`config.mk`:
```
export PLATFORM = sky130hd
export DESIGN_NAME = pipeline_trace
export DESIGN_NICKNAME = d
export VERILOG_FILES = /design/src/common/trace_pkg.sv /design/src/trace/trace_tag_pipe.sv /design/src/trace/trace_record_table.sv /design/src/trace/trace_retire.sv /design/src/rtl/pipeline_trace.sv
export VERILOG_INCLUDE_DIRS = /design/src /design/src/common
export SDC_FILE = /design/constraint.sdc
export NUM_CORES = 1
export LEC_CHECK = 0
export ABC_AREA = 1
export BUFFER_PORTS_ARGS = -buffer_cell sky130_fd_sc_hd__clkbuf_2
export CORE_UTILIZATION = 35
export DETAILED_ROUTE_END_ITERATION = 10
export GPL_TIMING_DRIVEN = 0
export PLACE_DENSITY = 0.56
export SLEW_MARGIN = 10
export SYNTH_ARGS = -nofsm -noshare
export SYNTH_HDL_FRONTEND = slang
export SYNTH_HIERARCHICAL = 1
export SYNTH_SLANG_ARGS = --single-unit
```
`constraint.sdc`:
```
create_clock -name clk -period 12.6 [get_ports clk]
set_input_delay 1.26 -clock clk [delete_from_list [all_inputs] [get_ports clk]]
set_output_delay 1.26 -clock clk [all_outputs]
set_load 0.01 [all_outputs]
```
`src/common/trace_macros.svh`:
```
// Pipeline trace sizing
// Table depth, tag width and data width shared by the package and the RTL

`ifndef TRACE_MACROS_SVH
`define TRACE_MACROS_SVH

// Entries in the record table
// Must exceed the five instructions that can be in flight
`define TRACE_DEPTH 8

// Tag width, tags wrap modulo the table depth
`define TRACE_TAG_W 3

// Width of pc, instruction word and data fields
`define TRACE_DATA_W 32

`endif

```
`src/common/trace_pkg.sv`:
```
// Shared types for the pipeline trace unit
// Per-stage observations, tag pipe state and the retire record

`include "trace_macros.svh"

package trace_pkg;

    // Instruction class as reported by decode
    typedef enum logic [3:0] {
        op_alu     = 4'd0,
        op_alu_imm = 4'd1,
        op_load    = 4'd2,
        op_store   = 4'd3,
        op_branch  = 4'd4,
        op_jump    = 4'd5,
        op_nop     = 4'd6
    } opcode_e;

    //////////////////////////////////////////////////
    // Stage observations
    //////////////////////////////////////////////////

    typedef struct packed {
        logic [`TRACE_DATA_W-1:0] pc;
    } fetch_obs_t;

    typedef struct packed {
        logic [`TRACE_DATA_W-1:0] instr;
        opcode_e                  opcode;
    } decode_obs_t;

    typedef struct packed {
        logic [`TRACE_DATA_W-1:0] alu_result;
    } exec_obs_t;

    // Accessed is low for instructions that skip memory
    typedef struct packed {
        logic [`TRACE_DATA_W-1:0] addr;
        logic                     accessed;
    } mem_obs_t;

    typedef struct packed {
        logic [4:0]               rd;
        logic                     we;
        logic [`TRACE_DATA_W-1:0] data;
    } wb_obs_t;

    //////////////////////////////////////////////////
    // Tag pipe state and retire record
    //////////////////////////////////////////////////

    // One pipeline slot
    typedef struct packed {
        logic                    valid;
        logic [`TRACE_TAG_W-1:0] tag;
    } stage_slot_t;

    typedef struct packed {
        stage_slot_t f;
        stage_slot_t d;
        stage_slot_t e;
        stage_slot_t m;
        stage_slot_t w;
    } stage_state_t;

    // Complete history of one retired instruction
    typedef struct packed {
        logic [`TRACE_TAG_W-1:0] tag;
        fetch_obs_t              fetch;
        decode_obs_t             decode;
        exec_obs_t               exec;
        mem_obs_t                mem;
        wb_obs_t                 wb;
        logic [31:0]             retire_cycle;
    } retire_rec_t;

endpackage

```
`src/trace/trace_tag_pipe.sv`:
```
// Tag pipe of the pipeline trace unit
// Follows which of the five stages hold live instructions and their tags,
// honoring stall and flush with flush taking priority

`include "trace_macros.svh"

module trace_tag_pipe (
    input  logic                    clk,
    input  logic                    rst,
    input  logic                    stall,
    input  logic                    flush,
    output trace_pkg::stage_state_t stages
);

    // Tag carried by the instruction now in fetch
    // Also the tag that the next new fetch takes
    logic [`TRACE_TAG_W-1:0] next_tag_q;

    // Registered slots behind fetch
    trace_pkg::stage_slot_t d_q;
    trace_pkg::stage_slot_t e_q;
    trace_pkg::stage_slot_t m_q;
    trace_pkg::stage_slot_t w_q;

    // New fetch enters unless a stall holds F
    logic fetch_adv;

    assign fetch_adv = flush || !stall;

    //////////////////////////////////////////////////
    // Fetch counter
    //////////////////////////////////////////////////

    // Wraps at the table depth by width
    always_ff @(posedge clk) begin
        if (rst) begin
            next_tag_q <= '0;
        end else if (fetch_adv) begin
            next_tag_q <= next_tag_q + 1'b1;
        end
    end

    //////////////////////////////////////////////////
    // Stage registers
    //////////////////////////////////////////////////

    always_ff @(posedge clk) begin
        if (rst) begin
            d_q <= '0;
            e_q <= '0;
            m_q <= '0;
            w_q <= '0;
        end else begin
            // Back half always drains
            w_q <= m_q;
            m_q <= e_q;
            if (flush) begin
                // F and D are killed, nothing passes to E
                d_q.valid <= 1'b0;
                e_q.valid <= 1'b0;
            end else if (stall) begin
                // F and D hold, E takes a bubble
                e_q.valid <= 1'b0;
            end else begin
                e_q       <= d_q;
                d_q.valid <= 1'b1;
                d_q.tag   <= next_tag_q;
            end
        end
    end

    //////////////////////////////////////////////////
    // Stage view
    //////////////////////////////////////////////////

    // Fetch issues in every cycle out of reset
    assign stages.f.valid = !rst;
    assign stages.f.tag   = next_tag_q;
    assign stages.d       = d_q;
    assign stages.e       = e_q;
    assign stages.m       = m_q;
    assign stages.w       = w_q;

endmodule

```
`src/trace/trace_record_table.sv`:
```
// Record table of the pipeline trace unit
// Stores what fetch, decode, execute and memory observed for each tag
// and reads back the history of the instruction now in writeback

`include "trace_macros.svh"

module trace_record_table (
    input  logic                    clk,
    input  trace_pkg::fetch_obs_t   fetch_obs,
    input  trace_pkg::decode_obs_t  decode_obs,
    input  trace_pkg::exec_obs_t    exec_obs,
    input  trace_pkg::mem_obs_t     mem_obs,
    input  trace_pkg::stage_state_t stages,
    output trace_pkg::retire_rec_t  table_rec
);

    // One field array per stage, indexed by tag
    trace_pkg::fetch_obs_t  fetch_mem  [`TRACE_DEPTH];
    trace_pkg::decode_obs_t decode_mem [`TRACE_DEPTH];
    trace_pkg::exec_obs_t   exec_mem   [`TRACE_DEPTH];
    trace_pkg::mem_obs_t    mem_mem    [`TRACE_DEPTH];

    //////////////////////////////////////////////////
    // Capture
    //////////////////////////////////////////////////

    // Each live stage files its observation under its own tag
    // Stalled F and D rewrite the same entry with the held data
    always_ff @(posedge clk) begin
        if (stages.f.valid) begin
            fetch_mem[stages.f.tag] <= fetch_obs;
        end
        if (stages.d.valid) begin
            decode_mem[stages.d.tag] <= decode_obs;
        end
        if (stages.e.valid) begin
            exec_mem[stages.e.tag] <= exec_obs;
        end
        if (stages.m.valid) begin
            mem_mem[stages.m.tag] <= mem_obs;
        end
    end

    //////////////////////////////////////////////////
    // Readout at the writeback tag
    //////////////////////////////////////////////////

    // M wrote its entry one edge earlier, so W sees all four fields
    // Tag, writeback and cycle are filled in by the retire block
    always_comb begin
        table_rec        = '0;
        table_rec.fetch  = fetch_mem[stages.w.tag];
        table_rec.decode = decode_mem[stages.w.tag];
        table_rec.exec   = exec_mem[stages.w.tag];
        table_rec.mem    = mem_mem[stages.w.tag];
    end

endmodule

```
`src/trace/trace_retire.sv`:
```
// Retire block of the pipeline trace unit
// Counts cycles and registers one complete record per instruction
// leaving writeback

module trace_retire (
    input  logic                    clk,
    input  logic                    rst,
    input  trace_pkg::stage_state_t stages,
    input  trace_pkg::retire_rec_t  table_rec,
    input  trace_pkg::wb_obs_t      wb_obs,
    output logic                    retire_valid,
    output trace_pkg::retire_rec_t  retire_rec
);

    // Zero in the first cycle after reset
    logic [31:0] cycle_q;

    trace_pkg::retire_rec_t rec_next;

    //////////////////////////////////////////////////
    // Control
    //////////////////////////////////////////////////

    always_ff @(posedge clk) begin
        if (rst) begin
            cycle_q      <= '0;
            retire_valid <= 1'b0;
        end else begin
            cycle_q      <= cycle_q + 1'b1;
            // One strobe per live writeback, bubbles give none
            retire_valid <= stages.w.valid;
        end
    end

    //////////////////////////////////////////////////
    // Record assembly
    //////////////////////////////////////////////////

    // Stored history plus the live writeback view
    always_comb begin
        rec_next              = table_rec;
        rec_next.tag          = stages.w.tag;
        rec_next.wb           = wb_obs;
        rec_next.retire_cycle = cycle_q;
    end

    // Payload only loads on a live writeback
    always_ff @(posedge clk) begin
        if (stages.w.valid) begin
            retire_rec <= rec_next;
        end
    end

endmodule

```
`src/rtl/pipeline_trace.sv`:
```
// Pipeline trace unit for a five-stage in-order CPU
// Tags every instruction, records what each stage saw and emits one
// retire record as the instruction leaves writeback

module pipeline_trace (
    input  logic                   clk,
    input  logic                   rst,
    input  logic                   stall,
    input  logic                   flush,
    input  trace_pkg::fetch_obs_t  fetch_obs,
    input  trace_pkg::decode_obs_t decode_obs,
    input  trace_pkg::exec_obs_t   exec_obs,
    input  trace_pkg::mem_obs_t    mem_obs,
    input  trace_pkg::wb_obs_t     wb_obs,
    output logic                   retire_valid,
    output trace_pkg::retire_rec_t retire_rec
);

    // Live slots and tags, shared by table and retire
    trace_pkg::stage_state_t stages;

    // Stored history for the writeback tag
    trace_pkg::retire_rec_t table_rec;

    //////////////////////////////////////////////////
    // Tag tracking
    //////////////////////////////////////////////////

    trace_tag_pipe u_tag_pipe (
        .clk    (clk),
        .rst    (rst),
        .stall  (stall),
        .flush  (flush),
        .stages (stages)
    );

    //////////////////////////////////////////////////
    // Observation storage
    //////////////////////////////////////////////////

    trace_record_table u_record_table (
        .clk        (clk),
        .fetch_obs  (fetch_obs),
        .decode_obs (decode_obs),
        .exec_obs   (exec_obs),
        .mem_obs    (mem_obs),
        .stages     (stages),
        .table_rec  (table_rec)
    );

    //////////////////////////////////////////////////
    // Retire output
    //////////////////////////////////////////////////

    trace_retire u_retire (
        .clk          (clk),
        .rst          (rst),
        .stages       (stages),
        .table_rec    (table_rec),
        .wb_obs       (wb_obs),
        .retire_valid (retire_valid),
        .retire_rec   (retire_rec)
    );

endmodule

```
==> summary.txt <==
Run status
  • Status: finished, final reports clean

Placement
  • Hpwl dp: roughly 98 mm
  • Port Buffers: around 380
  • Area after DPL: approximately 0.06 mm2
  • Gpl congestion: 0.7844

Floorplanning
  • Starting Density: 35.43%
  • CORE AREA: 0.1549 mm2
  • Die width: ~400 um
  • Io pins: 382
  • Rows: 144
  • Die footprint: 0.1585 mm2
  • Die height: around 400 um

GRT
  • Global route total overflow: 0
  • Largest net degree at the start of global routing: 58
  • Vias in the first global route: between 30000 and 40000
  • First-pass GRT wire length: 217.3 mm
  • Global-route usage over all layers: around a fifth
  • Initial antenna violation count: 41

Layout
  • FILL cells: 14613
  • Post-route cell area: around 0.065 mm2
  • Post-layout util: 42.09%
  • Share of cells above drive strength 1: ~15%
  • Nets: 5949
  • P&R area growth vs syn: 18.78%

CTS
  • Post-CTS Hold Fix Bufs: 0
  • Post-CTS Setup Bufs: 0
  • # resized after CTS: 0
  • Inserted Clock Buffers: about 150
  • Clock Tree Root: clkbuf_16
  • Worst-path clk slew: 0.06 ns
  • Worst-skew pair later-pin latency: 0.79 ns
  • Htree depth: 4
  • Clock Tree Buf Depth: 3
  • CTS tree: done
  • CTS Sinks: 1322

Power and ir drop
  • Seq pwr share: 52.4%
  • Sw Ratio: 21.12%
  • Sw Pwr: 1.963 mW
  • Cell Int Power: 7.331 mW
  • Worst VDD drop: 0.1476 mV
  • Leakage power: 28.63 nW
  • Comb power frac: 3.4%
  • Clock share of power: between 40 and 50%
  • Pwr dens: around 140 mW/mm2

Drt
  • Routed WL: 149.2 mm
  • DRC viols: 0
  • DR pass1 iterations: 6
  • Avg WL per Cell: 18.82 um
  • Initial DRC Count: 2666
  • Post-route ant nets: 0
  • Vias/cell: 4.519
  • Vias: 35832

Worst setup path
  • Cell Chain, Critical Path: clkbuf_2
  • CP required: roughly 11 ns
  • Crit path buffers/inverters: 1
  • Crit Path Max Fanout: 1
  • CP max stage delay: 0.54 ns
  • Worst setup path start: u_retire/retire_rec[171]
  • Worst EP arrival: 1.52 ns
  • CP max stage cell: edfxtp_1
  • CP startpoint kind: flip-flop
  • Crit path depth: 1
  • Worst R2R Start: u_tag_pipe/stages[2]
  • Crit. End Element: output pin
  • CP top delay family: flip-flops
  • Crit Path Class: flip-flop to output pin
  • Cell depth of the worst flop-to-flop path: 6

Synthesis
  • Syn_nets: 5376
  • Synth Cell Area: around 0.055 mm2
  • Synth warn: 6
  • Syn Area/Cell: between 10 and 15 um2
  • Mapped Cells: 5199

Timing
  • Final setup violation count: 0
  • Setup TNS: 0 ns
  • Slew headroom: between 10% and 20%
  • Fin crit period: roughly 2.8 ns
  • Clock Skews: 0.03092 ns
  • Final hold viol count: 0
  • Final period util: 22.04%
  • RSZ-0062 raised after global routing: no
  • Slew Viols, Final: 0
  • Slew @ Worst Pin: 1.290 ns
  • Fmax achieved: between 300 and 400 MHz

Worst hold path
  • Min-Delay Startpoint: u_tag_pipe/stages[7]
  • Worst hold stages: 2
  • Hold Crit Class: flip-flop to flip-flop

Flow run
  • Max-cap violations: 0
## cells in the final DEF (no fill, tap or decap), drive strengths merged
master	count
ha	2
clkinv	50
and2	2
clkbuf	588
buf	231
a21oi	23
inv	1118
nand2	1827
nor3b	2
dfxtp	52
nor2	127
bufinv	9
edfxtp	1270
and3	1
a211oi	1
or2	1
nor3	2
o21ai	16
o21a	1
xor2	2
clkinvlp	4
diode	8
nand3	548
## final timing paths
kind                                            endpoint  slack (ns)
worst max-delay path                     retire_rec[171]        9.82
worst min-delay path                u_tag_pipe/stages[3]        0.43
worst max register to register  u_retire/retire_rec[199]        9.84
worst min register to register      u_tag_pipe/stages[3]        0.43
## state kept, by name, indices dropped and copies added (netlist names)
register and cells:
u_retire/retire_rec 206, u_tag_pipe/stages 16, u_record_table/decode_mem 288, u_record_table/exec_mem 256
u_retire/cycle_q 32, u_record_table/fetch_mem 256, u_retire/retire_valid 1, u_tag_pipe/next_tag_q 3
u_record_table/mem_mem 264
## power groups by stage
stage               Clock (mW)  Combinational, mW  Sequential [mW]
floorplan                    0              0.148             4.96
global placement             0              0.304             4.96
detailed placement           0              0.324             4.96
CTS                       4.23              0.326             4.87
global route              4.39              0.358             4.87
finish                    4.11              0.320             4.87
## routing by layer
metal / GRT usage (%) / vias to the layer above / share of wire, %
li1: - / 17510 / -
met1: 23.90 / 16973 / 42
met2: 30.87 / 1039 / 48
met3: 4.435 / 268 / 6.9
met4: 6.479 / 42 / 2.8
met5: 0 / - / 0.18
## worst reg2reg max path, delay by kind of cell, from the launching register on
family | cells | cell delay [ns]
AND/OR/NAND/NOR | 2 | 0.36
buffers and inverters | 4 | 1.87
flip-flops | 1 | 0.32
## stage by stage
step                instances  setup WS, ns  total power, mW  hold slack (ns)
CTS                      7921         9.769            9.422           0.4253
finish                   7929         9.822            9.294           0.4300
detailed placement       7665         9.378            5.283           0.4241
global route             7924         9.775            9.615           0.4425
global placement         7624         3.889            5.268           0.4192
floorplan                5199         7.210            5.110           0.4029
## cell type report
type / count / area (um2) / share of cell area, %
Multi-Input combinational cell: 2555 / 10760 / 16.51
Antenna cell: 8 / 20.02 / 0.03070
Timing Repair Buffer: 422 / 2900 / 4.448
Clock buffer: 188 / 3928 / 6.023
Tap cell: 2044 / 2557 / 3.922
Inverter: 1113 / 4183 / 6.414
Buffer: 209 / 1018 / 1.562
Clock inverter: 68 / 659.4 / 1.011
Sequential cell: 1322 / 39180 / 60.08
(Power assumes the default switching activity.)
